<file path="src/cpu_pkg.sv">
`default_nettype none

package cpu_pkg;

    // Datapath and register file sizes.
    localparam int data_width    = 32;
    localparam int num_regs      = 8;
    localparam int reg_idx_width = 3;
    localparam int addr_reg      = 7; // Register h holds the data address.

    // Instruction field positions.
    localparam int opcode_lsb = 0;
    localparam int opcode_msb = 3;
    localparam int rd_lsb     = 4;
    localparam int rd_msb     = 6;
    localparam int ra_lsb     = 7;
    localparam int ra_msb     = 9;
    localparam int rb_lsb     = 10;
    localparam int rb_msb     = 12;
    localparam int imm_lsb    = 13;
    localparam int imm_msb    = 28;
    localparam int imm_width  = 16;

    // Opcodes. Unlisted codes behave as a no-operation.
    localparam logic [3:0] op_add   = 4'h0;
    localparam logic [3:0] op_sub   = 4'h1;
    localparam logic [3:0] op_and   = 4'h2;
    localparam logic [3:0] op_or    = 4'h3;
    localparam logic [3:0] op_xor   = 4'h4;
    localparam logic [3:0] op_ldl   = 4'h5;
    localparam logic [3:0] op_ldh   = 4'h6;
    localparam logic [3:0] op_cmp   = 4'h7;
    localparam logic [3:0] op_load  = 4'h8;
    localparam logic [3:0] op_store = 4'h9;
    localparam logic [3:0] op_jmp   = 4'ha;
    localparam logic [3:0] op_brf   = 4'hb;
    localparam logic [3:0] op_halt  = 4'hc;

    typedef enum logic [2:0] {
        st_fetch,
        st_latch,
        st_exec,
        st_load,
        st_halt
    } seq_state;

endpackage

`default_nettype wire

</file>
<file path="src/cpu_regfile.sv">
`timescale 1ns/1ps
`default_nettype none

module cpu_regfile (
    input  wire logic                               clock,
    input  wire logic                               rst,
    input  wire logic [cpu_pkg::reg_idx_width-1:0]  rd_idx_a,
    input  wire logic [cpu_pkg::reg_idx_width-1:0]  rd_idx_b,
    output logic      [cpu_pkg::data_width-1:0]     data_a,
    output logic      [cpu_pkg::data_width-1:0]     data_b,
    output logic                                    flag_a,
    output logic                                    flag_b,
    output logic      [cpu_pkg::data_width-1:0]     data_h,
    input  wire logic                               wr_en,
    input  wire logic [cpu_pkg::reg_idx_width-1:0]  wr_idx,
    input  wire logic [cpu_pkg::data_width-1:0]     wr_data,
    input  wire logic                               flag_wr_en,
    input  wire logic                               flag_wr
);

    logic [cpu_pkg::data_width-1:0] regs [cpu_pkg::num_regs];
    logic [cpu_pkg::num_regs-1:0]   flags;

    always_ff @(posedge clock)
    begin
        if (rst)
        begin
            for (int i = 0; i < cpu_pkg::num_regs; i++)
            begin
                regs[i] <= '0;
            end
            flags <= '0;
        end
        else
        begin
            if (wr_en)
            begin
                regs[wr_idx] <= wr_data;
            end
            if (flag_wr_en)
            begin
                flags[wr_idx] <= flag_wr; // Flag is written apart from the data.
            end
        end
    end

    // Read ports see the current contents, no bypass.
    assign data_a = regs[rd_idx_a];
    assign data_b = regs[rd_idx_b];
    assign flag_a = flags[rd_idx_a];
    assign flag_b = flags[rd_idx_b];
    assign data_h = regs[cpu_pkg::addr_reg];

endmodule

`default_nettype wire

</file>
<file path="src/cpu_alu.sv">
`timescale 1ns/1ps
`default_nettype none

module cpu_alu (
    input  wire logic [cpu_pkg::data_width-1:0] instr,
    input  wire logic [cpu_pkg::data_width-1:0] data_a,
    input  wire logic [cpu_pkg::data_width-1:0] data_b,
    output logic      [cpu_pkg::data_width-1:0] result,
    output logic                                flag
);

    logic [3:0]                         opcode;
    logic [cpu_pkg::imm_width-1:0]      imm;
    logic [cpu_pkg::data_width:0]       sum;
    logic [cpu_pkg::data_width:0]       diff;

    assign opcode = instr[cpu_pkg::opcode_msb:cpu_pkg::opcode_lsb];
    assign imm    = instr[cpu_pkg::imm_msb:cpu_pkg::imm_lsb];

    // Extra top bit carries out of the add and borrows out of the subtract.
    assign sum  = {1'b0, data_a} + {1'b0, data_b};
    assign diff = {1'b0, data_a} - {1'b0, data_b};

    always_comb
    begin
        result = '0;
        flag   = 1'b0;
        case (opcode)
            cpu_pkg::op_add:
            begin
                result = sum[cpu_pkg::data_width-1:0];
                flag   = sum[cpu_pkg::data_width];
            end
            cpu_pkg::op_sub:
            begin
                result = diff[cpu_pkg::data_width-1:0];
                flag   = diff[cpu_pkg::data_width];
            end
            cpu_pkg::op_and:
            begin
                result = data_a & data_b;
                flag   = (result == '0);
            end
            cpu_pkg::op_or:
            begin
                result = data_a | data_b;
                flag   = (result == '0);
            end
            cpu_pkg::op_xor:
            begin
                result = data_a ^ data_b;
                flag   = (result == '0);
            end
            cpu_pkg::op_ldl: result = {{(cpu_pkg::data_width - cpu_pkg::imm_width){1'b0}}, imm};
            cpu_pkg::op_ldh: result = {imm, data_a[cpu_pkg::imm_width-1:0]}; // Low half kept.
            cpu_pkg::op_cmp: flag = (data_a == data_b);
            default: ;
        endcase
    end

endmodule

`default_nettype wire

</file>
<file path="src/cpu_next_addr.sv">
`timescale 1ns/1ps
`default_nettype none

module cpu_next_addr #(
    parameter int addr_width = 8
) (
    input  wire logic [addr_width-1:0]          pc,
    input  wire logic [cpu_pkg::data_width-1:0] instr,
    input  wire logic                           flag_a,
    output logic      [addr_width-1:0]          next_pc
);

    logic [3:0]            opcode;
    logic [addr_width-1:0] target;
    logic [addr_width-1:0] pc_inc;

    assign opcode = instr[cpu_pkg::opcode_msb:cpu_pkg::opcode_lsb];
    assign target = instr[cpu_pkg::imm_lsb +: addr_width]; // Low bits of imm.
    assign pc_inc = pc + addr_width'(1);                   // Wraps at addr_width.

    always_comb
    begin
        case (opcode)
            cpu_pkg::op_jmp: next_pc = target;
            cpu_pkg::op_brf: next_pc = flag_a ? target : pc_inc;
            default:         next_pc = pc_inc;
        endcase
    end

endmodule

`default_nettype wire

</file>
<file path="src/cpu_sequencer.sv">
`timescale 1ns/1ps
`default_nettype none

module cpu_sequencer #(
    parameter int addr_width = 8
) (
    input  wire logic                               clock,
    input  wire logic                               rst,
    output logic      [addr_width-1:0]              mem_addr,
    output logic                                    mem_rd,
    output logic                                    mem_wr,
    output logic      [cpu_pkg::data_width-1:0]     mem_wdata,
    input  wire logic [cpu_pkg::data_width-1:0]     mem_rdata,
    output logic      [cpu_pkg::data_width-1:0]     instr,
    input  wire logic [cpu_pkg::data_width-1:0]     data_a,
    input  wire logic [cpu_pkg::data_width-1:0]     data_h,
    input  wire logic [cpu_pkg::data_width-1:0]     alu_result,
    input  wire logic                               alu_flag,
    input  wire logic [addr_width-1:0]              next_pc,
    output logic      [addr_width-1:0]              pc,
    output logic                                    wr_en,
    output logic      [cpu_pkg::reg_idx_width-1:0]  wr_idx,
    output logic      [cpu_pkg::data_width-1:0]     wr_data,
    output logic                                    flag_wr_en,
    output logic                                    flag_wr,
    output logic                                    halt
);

    cpu_pkg::seq_state state;
    logic              running;
    logic [3:0]        opcode;
    logic              in_exec;

    assign opcode  = instr[cpu_pkg::opcode_msb:cpu_pkg::opcode_lsb];
    assign in_exec = (state == cpu_pkg::st_exec);

    always_ff @(posedge clock)
    begin
        if (rst)
        begin
            state   <= cpu_pkg::st_fetch;
            pc      <= '0;
            running <= 1'b0;
        end
        else
        begin
            running <= 1'b1; // Holds off the first fetch until reset is gone.
            case (state)
                cpu_pkg::st_fetch:
                begin
                    if (running)
                    begin
                        state <= cpu_pkg::st_latch;
                    end
                end
                cpu_pkg::st_latch: state <= cpu_pkg::st_exec;
                cpu_pkg::st_exec:
                begin
                    if (opcode == cpu_pkg::op_halt)
                    begin
                        state <= cpu_pkg::st_halt;
                    end
                    else
                    begin
                        pc <= next_pc;
                        if (opcode == cpu_pkg::op_load)
                        begin
                            state <= cpu_pkg::st_load;
                        end
                        else
                        begin
                            state <= cpu_pkg::st_fetch;
                        end
                    end
                end
                cpu_pkg::st_load: state <= cpu_pkg::st_fetch;
                default: state <= cpu_pkg::st_halt; // Only reset leaves halt.
            endcase
        end
    end

    // Instruction word arrives one cycle after the fetch strobe.
    always_ff @(posedge clock)
    begin
        if (state == cpu_pkg::st_latch)
        begin
            instr <= mem_rdata;
        end
    end

    // Memory strobes.
    assign mem_rd    = ((state == cpu_pkg::st_fetch) && running) ||
                       (in_exec && (opcode == cpu_pkg::op_load));
    assign mem_wr    = in_exec && (opcode == cpu_pkg::op_store);
    assign mem_addr  = (state == cpu_pkg::st_fetch) ? pc : data_h[addr_width-1:0];
    assign mem_wdata = data_a;
    assign halt      = (state == cpu_pkg::st_halt);

    // Write-back select.
    assign wr_idx = instr[cpu_pkg::rd_msb:cpu_pkg::rd_lsb];

    always_comb
    begin
        wr_en      = 1'b0;
        flag_wr_en = 1'b0;
        wr_data    = alu_result;
        flag_wr    = alu_flag;
        case (state)
            cpu_pkg::st_exec:
            begin
                case (opcode)
                    cpu_pkg::op_add, cpu_pkg::op_sub, cpu_pkg::op_and, cpu_pkg::op_or,
                    cpu_pkg::op_xor, cpu_pkg::op_ldl, cpu_pkg::op_ldh:
                    begin
                        wr_en      = 1'b1;
                        flag_wr_en = 1'b1;
                    end
                    cpu_pkg::op_cmp: flag_wr_en = 1'b1; // Compare touches only the flag.
                    default: ;
                endcase
            end
            cpu_pkg::st_load:
            begin
                wr_en   = 1'b1;
                wr_data = mem_rdata;
            end
            default: ;
        endcase
    end

endmodule

`default_nettype wire

</file>
<file path="src/cpu_top.sv">
`timescale 1ns/1ps
`default_nettype none

module cpu_top #(
    parameter int addr_width = 8
) (
    input  wire logic                           clock,
    input  wire logic                           rst,
    output logic      [addr_width-1:0]          mem_addr,
    output logic                                mem_rd,
    output logic                                mem_wr,
    output logic      [cpu_pkg::data_width-1:0] mem_wdata,
    input  wire logic [cpu_pkg::data_width-1:0] mem_rdata,
    output logic                                halt
);

    logic [cpu_pkg::data_width-1:0]    instr;
    logic [cpu_pkg::data_width-1:0]    data_a;
    logic [cpu_pkg::data_width-1:0]    data_b;
    logic [cpu_pkg::data_width-1:0]    data_h;
    logic                              flag_a;
    logic [cpu_pkg::data_width-1:0]    alu_result;
    logic                              alu_flag;
    logic [addr_width-1:0]             pc;
    logic [addr_width-1:0]             next_pc;
    logic                              wr_en;
    logic [cpu_pkg::reg_idx_width-1:0] wr_idx;
    logic [cpu_pkg::data_width-1:0]    wr_data;
    logic                              flag_wr_en;
    logic                              flag_wr;

    cpu_sequencer #(
        .addr_width (addr_width)
    ) u_cpu_sequencer (
        .clock      (clock),
        .rst        (rst),
        .mem_addr   (mem_addr),
        .mem_rd     (mem_rd),
        .mem_wr     (mem_wr),
        .mem_wdata  (mem_wdata),
        .mem_rdata  (mem_rdata),
        .instr      (instr),
        .data_a     (data_a),
        .data_h     (data_h),
        .alu_result (alu_result),
        .alu_flag   (alu_flag),
        .next_pc    (next_pc),
        .pc         (pc),
        .wr_en      (wr_en),
        .wr_idx     (wr_idx),
        .wr_data    (wr_data),
        .flag_wr_en (flag_wr_en),
        .flag_wr    (flag_wr),
        .halt       (halt)
    );

    // Read indices come straight from the latched ra and rb fields.
    cpu_regfile u_cpu_regfile (
        .clock      (clock),
        .rst        (rst),
        .rd_idx_a   (instr[cpu_pkg::ra_msb:cpu_pkg::ra_lsb]),
        .rd_idx_b   (instr[cpu_pkg::rb_msb:cpu_pkg::rb_lsb]),
        .data_a     (data_a),
        .data_b     (data_b),
        .flag_a     (flag_a),
        .flag_b     (),
        .data_h     (data_h),
        .wr_en      (wr_en),
        .wr_idx     (wr_idx),
        .wr_data    (wr_data),
        .flag_wr_en (flag_wr_en),
        .flag_wr    (flag_wr)
    );

    cpu_alu u_cpu_alu (
        .instr  (instr),
        .data_a (data_a),
        .data_b (data_b),
        .result (alu_result),
        .flag   (alu_flag)
    );

    cpu_next_addr #(
        .addr_width (addr_width)
    ) u_cpu_next_addr (
        .pc      (pc),
        .instr   (instr),
        .flag_a  (flag_a),
        .next_pc (next_pc)
    );

endmodule

`default_nettype wire

</file>
<file path="config.mk">
export PLATFORM = sky130hd
export DESIGN_NAME = cpu_top
export DESIGN_NICKNAME = d
export VERILOG_FILES = /design/src/cpu_pkg.sv /design/src/cpu_regfile.sv /design/src/cpu_alu.sv /design/src/cpu_next_addr.sv /design/src/cpu_sequencer.sv /design/src/cpu_top.sv
export SDC_FILE = /design/constraint.sdc
export NUM_CORES = 1
export LEC_CHECK = 0
export BUFFER_PORTS_ARGS = -buffer_cell sky130_fd_sc_hd__buf_2
export CAP_MARGIN = 40
export CORE_AREA = 2 2 273 275
export DETAILED_ROUTE_END_ITERATION = 10
export DIE_AREA = 0 0 275 277
export PLACE_DENSITY_LB_ADDON = 0.3
export SLEW_MARGIN = 20
export SYNTH_ARGS = -nofsm -noshare
export SYNTH_HDL_FRONTEND = slang
export SYNTH_HIERARCHICAL = 1
export SYNTH_SLANG_ARGS = --single-unit
</file>
<file path="constraint.sdc">
create_clock -name clock -period 6.41 [get_ports clock]
set_input_delay 0 -clock clock [delete_from_list [all_inputs] [get_ports clock]]
set_output_delay 0 -clock clock [all_outputs]
set_load 0.05 [all_outputs]
</file>
# == Word level (Yosys, flattened, before mapping) ==
# Memory sizes are Yosys's and may differ from the RTL's. A register that Yosys moved wholly into a read port is not among the register bits.
# Cells that the tools add are included.
# word_totals
in_bits,34
mem_bits_rw,256
reg_bits,49
out_inout_bits,43
n_memories,1
# op_classes
n_mux,30
n_eq_ne,18
reduce_logical,14
bitwise,4
order_cmp,3
addsub,3
# mem_list
memory,words,width,rd,rd_ports_with_merged_regs,write_ports,line_no,rtl
u_cpu_regfile.regs,8,32,3,2,8,cpu_regfile.sv:21,logic [cpu_pkg::data_width-1:0] regs [cpu_pkg::num_regs];
# ops
cell,count
32-bit one-hot mux with 7 select lines,1
32-bit zero test,3
32-bit 2-to-1 mux,2
32-bit by 32-bit adder with 33-bit output,1
32-bit by 32-bit subtractor with 33-bit output,1
32-bit bitwise AND,1
32-bit equality test,1
32-bit bitwise OR,1
32-bit OR reduction,1
32-bit bitwise XOR,1
4-bit equality test (second input constant),5
4-bit by 3-bit equality test with 1-bit output (second input constant),4
8-bit 2-to-1 mux,2
8-bit one-hot mux with 2 select lines,1
3-bit 2-to-1 mux,5
1-bit 2-to-1 mux,12
3-bit one-hot mux with 4 select lines,1
8-bit by 1-bit adder with 8-bit output (second input constant),1
8-bit bitwise mux,1
4-bit by 2-bit equality test with 1-bit output (second input constant),2
3-bit by 4-bit less-than comparator with 1-bit output (second input constant),2
8-bit OR reduction,1
7-bit OR reduction,1
3-bit by 2-bit equality test with 1-bit output (second input constant),2
other kinds (16),19

# == Longest topological paths before layout ==
# Gate-level depths: netlist (run 1).
# logic_depth
ltp_word,9
mapped_depth,19
ltp_nobuf,16

# == Cells and area by module ==
# Netlist (run 1), hierarchy kept.
# by_module_without_submodules
mod,area_per_inst_um2,cells_per_inst,instances
cpu_regfile,13827.0,828,1
cpu_alu,5444.0,833,1
cpu_sequencer,2247.2,175,1
cpu_next_addr,251.5,33,1

# == Worst setup path after synthesis (run 1) ==
# OpenSTA, ideal clock, no wires.
# synth_path
kind,register to register
from,reg u_cpu_sequencer/instr[7] (netlist name)
to,"mem u_cpu_regfile/regs[2][28] (netlist name), data pin"
path_slack_ns,1.944
stages_incl_launch_ff,19
arrival_ns,4.211
period_less_slack_ns,4.466
n_path_buf,2
path_cell_list,edfxtp_1 > buf_4 > buf_6 > mux4_2 > mux2_2 > inv_1 > ha_1 > inv_1 > fa_1 > nor2b_1 > o221ai_1 > a21oi_1 > a2111oi_2 > nor4_1 > o31ai_1 > xnor2_1 > a221o_1 > mux2_2 > and2_1
# synth_lines
item,line_no
end: declaration,cpu_regfile.sv:21

==> results_dict.tcl, run 1 <==
set metrics [dict create \
    hold_viol_final 0 \
    p_per_area_nw_per_um2 257 \
    start_util 0.294 \
    syn2layout_area_growth_pct 12.9 \
    num_vias 16200 \
    multi_input_area_um2 11500 \
    die_y_um 277 \
    reg2reg_to "u_cpu_regfile/regs[4][31]" \
    finalPower_mw 6.28 \
    drtAntennaViolNets 0 \
    maxCapViolCount 0 \
    cts_sinks 305 \
    clk_pin_slew_ns 0.06 \
    rsz0062_at_grt "false" \
    synth_warnings 6 \
    finalCritPeriodShare 0.881 \
    fillCellCount 7429 \
    drt_wl_total_um 78000 \
    slew_violations 0 \
    antenna_found_initial 2 \
    slew_headroom 0.494 \
    drcViolationCount 0 \
    io_buffers 76 \
    grt_max_degree 65 \
    crit_required_ns 6.72 \
    dr.first_iter.drc_count 1514 \
    outcome "completed" \
    clock_skew_ns 0.0136 \
    startpoint_type "flop" \
    use_met3 0.0323 \
    gr-total-overflow 0 \
    ff_latch_area_um2 8960 \
    setup_viol 0 \
    criticalPathCategory "reg2reg" \
    globalplace.congestion 0.972 \
    die_area_um2 76200 \
    hp-class "in2reg" \
    post_drt_wl_per_cell_um 26.8 \
    htree_num_levels 2 \
    min_period_ns 5.65 \
    clock_latency_ns 0.56 \
    dr.pass1.iters 5 \
    tns_ns 0 \
    finish.instance_area_um2 24400 \
    cp_max_fo 12 \
    hold_end "u_cpu_regfile/regs[2][29]" \
    die-width_um 275 \
    crit_arrival_ns 5.96 \
    r2r_slack_ns 0.76 \
    grt_use_total 0.203 \
    vias_per_cell 5.56 \
    met1_usage 0.272 \
    ff2ff_path_depth 16 \
    syn_nets 2000 \
    numCtsBuffers 37 \
    clockBufferDepth 3 \
    rows 100 \
    cts_root_buffer "clkbuf_16" \
    whs_path_depth 3 \
    hpwl_um 55500 \
    final_util 0.332 \
    grtUsageMet2 0.334 \
    layout-drive-gt1-share 0.241 \
    hold_start "mem_rdata[29]" \
    grt_pass1_vias 16300 \
    cp-end-kind "flop" \
    cts_tree "yes" \
    tightest_slew_ns 0.759 \
    r2r_start "u_cpu_sequencer/instr[7]" \
    syn-cell-area_um2 21600 \
    grt-busiest-layer "met2" \
    clock.fmax_mhz 177 \
    postSynthAreaPerCell_um2 11.6 \
    placed_area_um2 22900 \
    fp.coreArea_um2 73600 \
    ir_worst_vdd_mv 0.219 \
    cellLeakagePower_nw 9.04 \
    grt_pass1_wl_um 113000 \
    nets 2049 \
    synth_cells 1863 \
    pin_count 77 \
]
[metrics by stage]
stage / setup slack [ns] / hold WS, ns / instances
after CTS: 0.822 / 0.00506 / 2907
after detailed placement: 0.832 / 0.203 / 2810
final: 0.760 / 0.0282 / 2909
after global placement: 0.846 / 0.197 / 2807
after global routing: 0.488 / 0.0388 / 2908
after floorplan: 1.94 / 0.0724 / 1863
[repair_timing]
item,4_1_cts,5_1_grt
setup buffers,0,0
setup endpoints to repair,0,0
gates resized for setup,0,0
hold buffers,31,0
hold endpoints to repair,94,0
[area by class of cell]
| cell class | count | area share |
|---|---|---|
| tap | 969 | 0.0497 |
| antenna | 1 | 0.000103 |
| inverter | 106 | 0.0163 |
| multi-input combinational | 1296 | 0.469 |
| clock buffer | 45 | 0.0425 |
| timing repair buffer | 166 | 0.0489 |
| sequential | 305 | 0.367 |
| clock inverter | 21 | 0.00610 |
[layout by cell type (no fill, tap or decap), types with 14 or more instances in the layout]
cell             n
clkbuf_16       39
xnor2_1         22
dlygate4sd3_1   31
a221oi_1        25
dfxtp_1         20
nor2_1          78
nand3_1         20
mux2i_1         23
nor4_1          20
nand2_1         66
buf_2           77
clkinv_1        14
o21ai_0         64
mux4_2         130
nor3_1          28
a21oi_1         82
inv_1          101
and2_1         257
buf_4           52
mux2_2         105
nand4_1         21
edfxtp_1       285
ha_1           101
a31oi_1         15
[power by group]
part	total (mW)	leakage, nW	switching, mW	internal [mW]
logic	1.88	5.39	1.22	0.657
clock network	2.07	0.581	0.848	1.23
registers	2.32	3.08	0.0712	2.25
[state kept, by name, indices dropped and copies added (netlist names)]
register                 cells
u_cpu_regfile/regs         256
u_cpu_sequencer/instr       29
u_cpu_regfile/flags          8
u_cpu_sequencer/pc           8
u_cpu_sequencer/state        3
u_cpu_sequencer/running      1
[worst max-delay path, stage by stage, from the launching register on]
cell and delay, ns:
edfxtp_1 0.69, buf_4 0.36, buf_4 0.29, mux4_2 0.54, mux2_2 0.32, inv_1 0.07
ha_1 0.38, nand2_1 0.17, nor3_1 0.56, nand2_1 0.16, or4_1 0.52, a21oi_1 0.32
o21ai_0 0.21, a21oi_1 0.21, o31ai_2 0.09, mux2_2 0.34, and2_1 0.15
[how the worst max path moves through the flow]
stage	to	startpoint
floorplan	u_cpu_regfile/regs[2][28]	u_cpu_sequencer/instr[7]
global placement	u_cpu_regfile/regs[1][17]	u_cpu_sequencer/instr[7]
detailed placement	u_cpu_regfile/regs[1][17]	u_cpu_sequencer/instr[7]
CTS	u_cpu_regfile/regs[1][17]	u_cpu_sequencer/instr[7]
global route	u_cpu_regfile/regs[4][17]	u_cpu_sequencer/instr[7]
finish	u_cpu_regfile/regs[4][31]	u_cpu_sequencer/instr[7]
[per-layer routing]
metal | wire length [µm] | share of wire
met3 | 5110 | 0.066
met1 | 33100 | 0.42
met5 | 0 | 0
met2 | 37500 | 0.48
met4 | 2290 | 0.029
(Power assumes the default switching activity.)
==> inputs of run 2 (changes only) <==
--- a/config.mk
+++ b/config.mk
@@ -7,9 +7,9 @@
 export LEC_CHECK = 0
 export BUFFER_PORTS_ARGS = -buffer_cell sky130_fd_sc_hd__buf_2
 export CAP_MARGIN = 40
-export CORE_AREA = 2 2 273 275
+export CORE_AREA = 2 2 287 261
 export DETAILED_ROUTE_END_ITERATION = 10
-export DIE_AREA = 0 0 275 277
+export DIE_AREA = 0 0 289 263
 export PLACE_DENSITY_LB_ADDON = 0.3
 export SLEW_MARGIN = 20
 export SYNTH_ARGS = -nofsm -noshare
==> results_dict.tcl, run 2 (synthesis results as in run 1) <==
set metrics [dict create \
    post_drt_wl_per_cell_um 26.9 \
    clock_latency_ns 0.56 \
    clock_skew_ns 0.0137 \
    finish.instance_area_um2 24200 \
    drtAntennaViolNets 0 \
    die-width_um 289 \
    clk_pin_slew_ns 0.06 \
    globalplace.congestion 0.978 \
    p_per_area_nw_per_um2 257 \
    slowest_delay_ns 0.61 \
    largest_register "u_cpu_regfile/regs" \
    ir_worst_vdd_mv 0.168 \
    hpwl_um 54600 \
    hold_viol_final 0 \
    die_y_um 263 \
    grt_pass1_vias 16000 \
    hp-class "in2reg" \
    gr-total-overflow 0 \
    cts_sinks 305 \
    outcome "completed" \
    reg2reg_to "u_cpu_regfile/regs[4][28]" \
    worstSetupEndpoint "u_cpu_regfile/regs[4][28]" \
    final_common_cell "edfxtp_1" \
    finalCritPeriodShare 0.835 \
    startpoint "u_cpu_sequencer/instr[7]" \
    crit_chain "buf_4 > mux4_2 > mux2_2 > inv_1 > ha_1 > inv_1 > fa_1 > nor2b_1 > o221ai_1 > a21oi_1 > a2111oi_2 > nor4_1 > o31ai_1 > xnor2_1 > a221o_1 > mux2_2 > and2_1" \
    dr.first_iter.drc_count 1629 \
    numCtsBuffers 38 \
    crit_arrival_ns 5.66 \
    drcViolationCount 0 \
    slew_violations 0 \
    num_vias 16100 \
    cts_root_buffer "clkbuf_16" \
    min_period_ns 5.35 \
    grt_use_total 0.203 \
    final_cell_mix "edfxtp_1, and2_1, mux4_2" \
    start_util 0.297 \
    rsz0062_at_grt "false" \
    setup_viol 0 \
    grt_max_degree 50 \
    reg_top3 "u_cpu_regfile/regs: 256 flops, u_cpu_sequencer/instr: 29 flops" \
    pin_count 77 \
    clock.fmax_mhz 187 \
    nets 2038 \
    grt_pass1_wl_um 113000 \
    fp.coreArea_um2 72700 \
    final_util 0.334 \
    r2r_slack_ns 1.06 \
    ff2ff_path_depth 17 \
    r2r_start "u_cpu_sequencer/instr[7]" \
    dr.pass1.iters 5 \
    io_buffers 76 \
    die_area_um2 76000 \
    tightest_slew_ns 0.862 \
    criticalPathCategory "reg2reg" \
    layout-drive-gt1-share 0.237 \
    syn2layout_area_growth_pct 12.1 \
    clockBufferDepth 3 \
    startpoint_type "flop" \
    diodes 0 \
    finalPower_mw 6.22 \
    critPathSlowestCell "a2111oi_2" \
    cp_num_cells 17 \
    cts_resized 0 \
    critical_path_buf_inv_count 3 \
    maxCapViolCount 0 \
    cp_max_fo 17 \
    tns_ns 0 \
    cp-end-kind "flop" \
    largest_register_ffs 256 \
    cts_tree "yes" \
    cellLeakagePower_nw 8.96 \
    crit_family "compound AO/OA/AOI/OAI gates" \
    drt_wl_total_um 77700 \
    crit_required_ns 6.72 \
    slew_headroom 0.419 \
    placed_area_um2 22800 \
    vias_per_cell 5.58 \
    htree_num_levels 2 \
    antenna_found_initial 5 \
    rows 94 \
]
==> run 2: cell count changes in the layout (fill, tap and decap cells not counted), sizes merged <==
| cell | before | now |
|---|---|---|
| buf | 135 | 123 |
| clkinv | 18 | 16 |
| bufinv | 2 | 1 |
| clkbuf | 45 | 46 |
| diode | 1 | 0 |
==> run 2: where the power goes <==
group / leakage (nW) / switching (mW) / internal (mW)
registers: 3.08 / 0.0686 / 2.25
clock network: 0.572 / 0.845 / 1.19
logic: 5.32 / 1.22 / 0.645
==> run 2: how the worst min path moves through the flow <==
stage,start,endpoint,slack (ns),cells after the start
floorplan,rst,u_cpu_sequencer/state[2],0.07,1
global placement,mem_rdata[2],u_cpu_sequencer/instr[2],0.20,1
detailed placement,mem_rdata[2],u_cpu_sequencer/instr[2],0.21,1
CTS,mem_rdata[31],u_cpu_regfile/regs[6][31],0.06,3
global route,mem_rdata[30],u_cpu_regfile/regs[4][30],0.08,3
finish,mem_rdata[31],u_cpu_regfile/regs[6][31],0.07,3
==> run 2: tightest hold or removal path, stage by stage <==
cell    delay [ns]
buf_2         0.14
mux2_2        0.24
and2_1        0.14
==> run 2: timing repair <==
item / 4_1_cts / 5_1_grt
setup endpoints to repair: 0 / 0
hold endpoints to repair: 93 / 0
hold buffers: 31 / 0
buffers inserted: 0 / 0
==> run 2: final cells by class <==
type / count / area [µm²]
multi-input combinational: 1296 / 11400
fill: 7274 / 48400
sequential: 305 / 8960
tap: 960 / 1200
timing repair buffer: 154 / 1080
clock inverter: 18 / 113
clock buffer: 46 / 1040
inverter: 106 / 398
==> run 2: per-layer routing <==
metal / up-vias / GRT usage / wire, µm
met2: 690 / 0.316 / 35400
li1: 7055 / - / -
met5: - / 0 / 12
met1: 8253 / 0.290 / 34600
met4: 2 / 0.0592 / 2060
met3: 108 / 0.0331 / 5680
==> run 2: stage by stage <==
stage          hold WS, ns  instances  setup WS, ns
6_report            0.0740       2885          1.06
5_1_grt             0.0776       2885         0.775
4_1_cts             0.0580       2885          1.19
3_5_place_dp         0.209       2790          1.22
3_3_place_gp         0.198       2788          1.05
2_1_floorplan       0.0724       1863          1.94
==> inputs of run 3 (changes only) <==
--- a/config.mk
+++ b/config.mk
@@ -5,11 +5,12 @@
 export SDC_FILE = /design/constraint.sdc
 export NUM_CORES = 1
 export LEC_CHECK = 0
+export ABC_AREA = 1
 export BUFFER_PORTS_ARGS = -buffer_cell sky130_fd_sc_hd__buf_2
 export CAP_MARGIN = 40
-export CORE_AREA = 2 2 287 261
+export CORE_AREA = 2 2 311 283
 export DETAILED_ROUTE_END_ITERATION = 10
-export DIE_AREA = 0 0 289 263
+export DIE_AREA = 0 0 313 285
 export PLACE_DENSITY_LB_ADDON = 0.3
 export SLEW_MARGIN = 20
 export SYNTH_ARGS = -nofsm -noshare
==> constraint.sdc (replaced) <==
create_clock -name clock -period 5.48 [get_ports clock]
set_input_delay 0 -clock clock [delete_from_list [all_inputs] [get_ports clock]]
set_output_delay 0 -clock clock [all_outputs]
set_load 0.05 [all_outputs]
==> results_dict.tcl, run 3 <==
set metrics [dict create \
    outcome "completed" \
    slew_headroom 0.460 \
    ff_latch_area_um2 8960 \
    clock.fmax_mhz 214 \
    slew_violations 0 \
    dp_cells 4884 \
    crit_required_ns 5.77 \
    critPathSlowestCell "o21ai_0" \
    p_per_area_nw_per_um2 253 \
    hp-class "in2reg" \
    reg2reg_to "u_cpu_regfile/regs[3][25]" \
    syn-cell-area_um2 25400 \
    syn2layout_area_growth_pct 9.05 \
    post-place-ws_ns 0.923 \
    drcViolationCount 0 \
    die-width_um 313 \
    cts_sinks 305 \
    drt_wl_total_um 100000 \
    finish.instance_area_um2 27700 \
    r2r_start "u_cpu_sequencer/instr[8]" \
    crit_arrival_ns 4.97 \
    clockBufferDepth 3 \
    syn_nets 3959 \
    layout-drive-gt1-share 0.0805 \
    layout_setup_ws_ns 0.801 \
    largest_register "u_cpu_regfile/regs" \
    multi_input_area_um2 12500 \
    startpoint "u_cpu_sequencer/instr[8]" \
    maxCapViolCount 0 \
    reg_top3 "u_cpu_regfile/regs: 256 flops, u_cpu_sequencer/instr: 29 flops" \
    grt_max_degree 133 \
    grt_pass1_wl_um 148000 \
    final_common_cell "nand2_1" \
    use_met3 0.0265 \
    cp-end-kind "flop" \
    num_vias 24700 \
    cellLeakagePower_nw 13.7 \
    min_period_ns 4.68 \
    final_cell_mix "nand2_1, inv_1, nand3_1" \
    cts_tree "yes" \
    met1_usage 0.306 \
    htree_num_levels 2 \
    post_drt_wl_per_cell_um 20.1 \
    hold_viol_final 0 \
    clock_skew_ns 0.0306 \
    grt-busiest-layer "met2" \
    finalCritPeriodShare 0.854 \
    globalplace.congestion 0.994 \
    synth_warnings 6 \
    fillCellCount 9479 \
    criticalPathCategory "reg2reg" \
    clk_pin_slew_ns 0.06 \
    clock_latency_ns 0.59 \
    nets 3937 \
    rows 103 \
    final_cells 4980 \
    vias_per_cell 4.97 \
    die_area_um2 89200 \
    crit_chain "inv_2 > buf_12 > nand3_1 > nand2_1 > nand2_1 > nand2_1 > inv_1 > ha_1 > o21ai_0 > nand2_1 > nand2_1 > inv_1 > nand2_1 > nand2_1 > nand3_1 > nand2_1 > nand3_1 > nand3_1 > nand2_1 > o21ai_0 > inv_1 > nor2_1" \
    rsz0062_at_grt "false" \
    largest_register_ffs 256 \
    pin_count 77 \
    drtAntennaViolNets 0 \
    diodes 0 \
    grt_use_total 0.220 \
    slowest_delay_ns 0.52 \
    postSynthAreaPerCell_um2 6.65 \
    cts_root_buffer "clkbuf_16" \
    synth_cells 3822 \
    path_common_cell "nand2_1" \
    setup_viol 0 \
    hpwl_um 68600 \
    start_util 0.294 \
    placed_area_um2 26300 \
    grtUsageMet2 0.348 \
    ff2ff_path_depth 22 \
    tns_ns 0 \
    die_y_um 285 \
    dr.first_iter.drc_count 2907 \
    numCtsBuffers 39 \
    cp_max_fo 17 \
    dr.pass1.iters 6 \
    ir_worst_vdd_mv 0.169 \
    finalPower_mw 7.01 \
    antenna_found_initial 0 \
    worstSetupEndpoint "u_cpu_regfile/regs[3][25]" \
    tightest_slew_ns 0.810 \
    grt_pass1_vias 22700 \
    startpoint_type "flop" \
    r2r_slack_ns 0.80 \
    fp.coreArea_um2 86500 \
    io_buffers 76 \
    gr-total-overflow 0 \
    hold_start "mem_rdata[21]" \
]
[run 3: report_power, final]
group	internal, mW	switching (mW)	leakage [nW]
clock	1.35	1.06	0.566
combinational	0.494	1.44	10.1
sequential	2.62	0.0465	3.08
[run 3: worst max-delay path: cells and delay by family (launching register included)]
| family | cells | cell delay [ns] |
|---|---|---|
| AO/OA/AOI/OAI | 2 | 0.78 |
| adder cells (fa/ha/maj) | 1 | 0.44 |
| buffers and inverters | 5 | 1.16 |
| flip-flops | 1 | 0.44 |
| AND/OR/NAND/NOR | 14 | 1.56 |
[run 3: timing repair]
action | in CTS | in global routing
endpoints found under the hold margin | 41 | 0
buffers inserted | 0 | 0
gates resized for setup | 0 | 0
hold buffers | 30 | 0
[run 3: worst min-delay path by stage]
| stage | end | slack, ns | cells past startpoint |
|---|---|---|---|
| finish | u_cpu_sequencer/instr[21] | 0.15 | 2 |
| global route | u_cpu_sequencer/instr[0] | 0.15 | 2 |
| CTS | u_cpu_sequencer/instr[21] | 0.12 | 2 |
| global placement | u_cpu_sequencer/instr[1] | 0.19 | 1 |
| detailed placement | u_cpu_sequencer/instr[6] | 0.19 | 1 |
| floorplan | u_cpu_sequencer/state[0] | 0.07 | 1 |
[run 3: per-layer routing]
metal  part of all wire  vias to the layer above  routed length (µm)
li1                   -                    11800                   -
met1               0.44                    11500               43600
met2               0.44                     1179               44300
met3              0.083                      217                8290
met4              0.039                        0                3940
met5                  0                        -                   0
[run 3: cell type report]
type | count | area share
inverter | 670 | 0.0910
sequential | 305 | 0.323
clock buffer | 53 | 0.0379
multi-input combinational | 2634 | 0.450
timing repair buffer | 150 | 0.0421
tap | 1155 | 0.0521
clock inverter | 13 | 0.00392
[run 3: stage by stage]
stage,hold slack (ns),util
after floorplan,0.0691,-
after global placement,0.193,0.304
after detailed placement,0.194,0.304
after CTS,0.123,0.321
after global routing,0.147,0.321
final,0.146,0.321
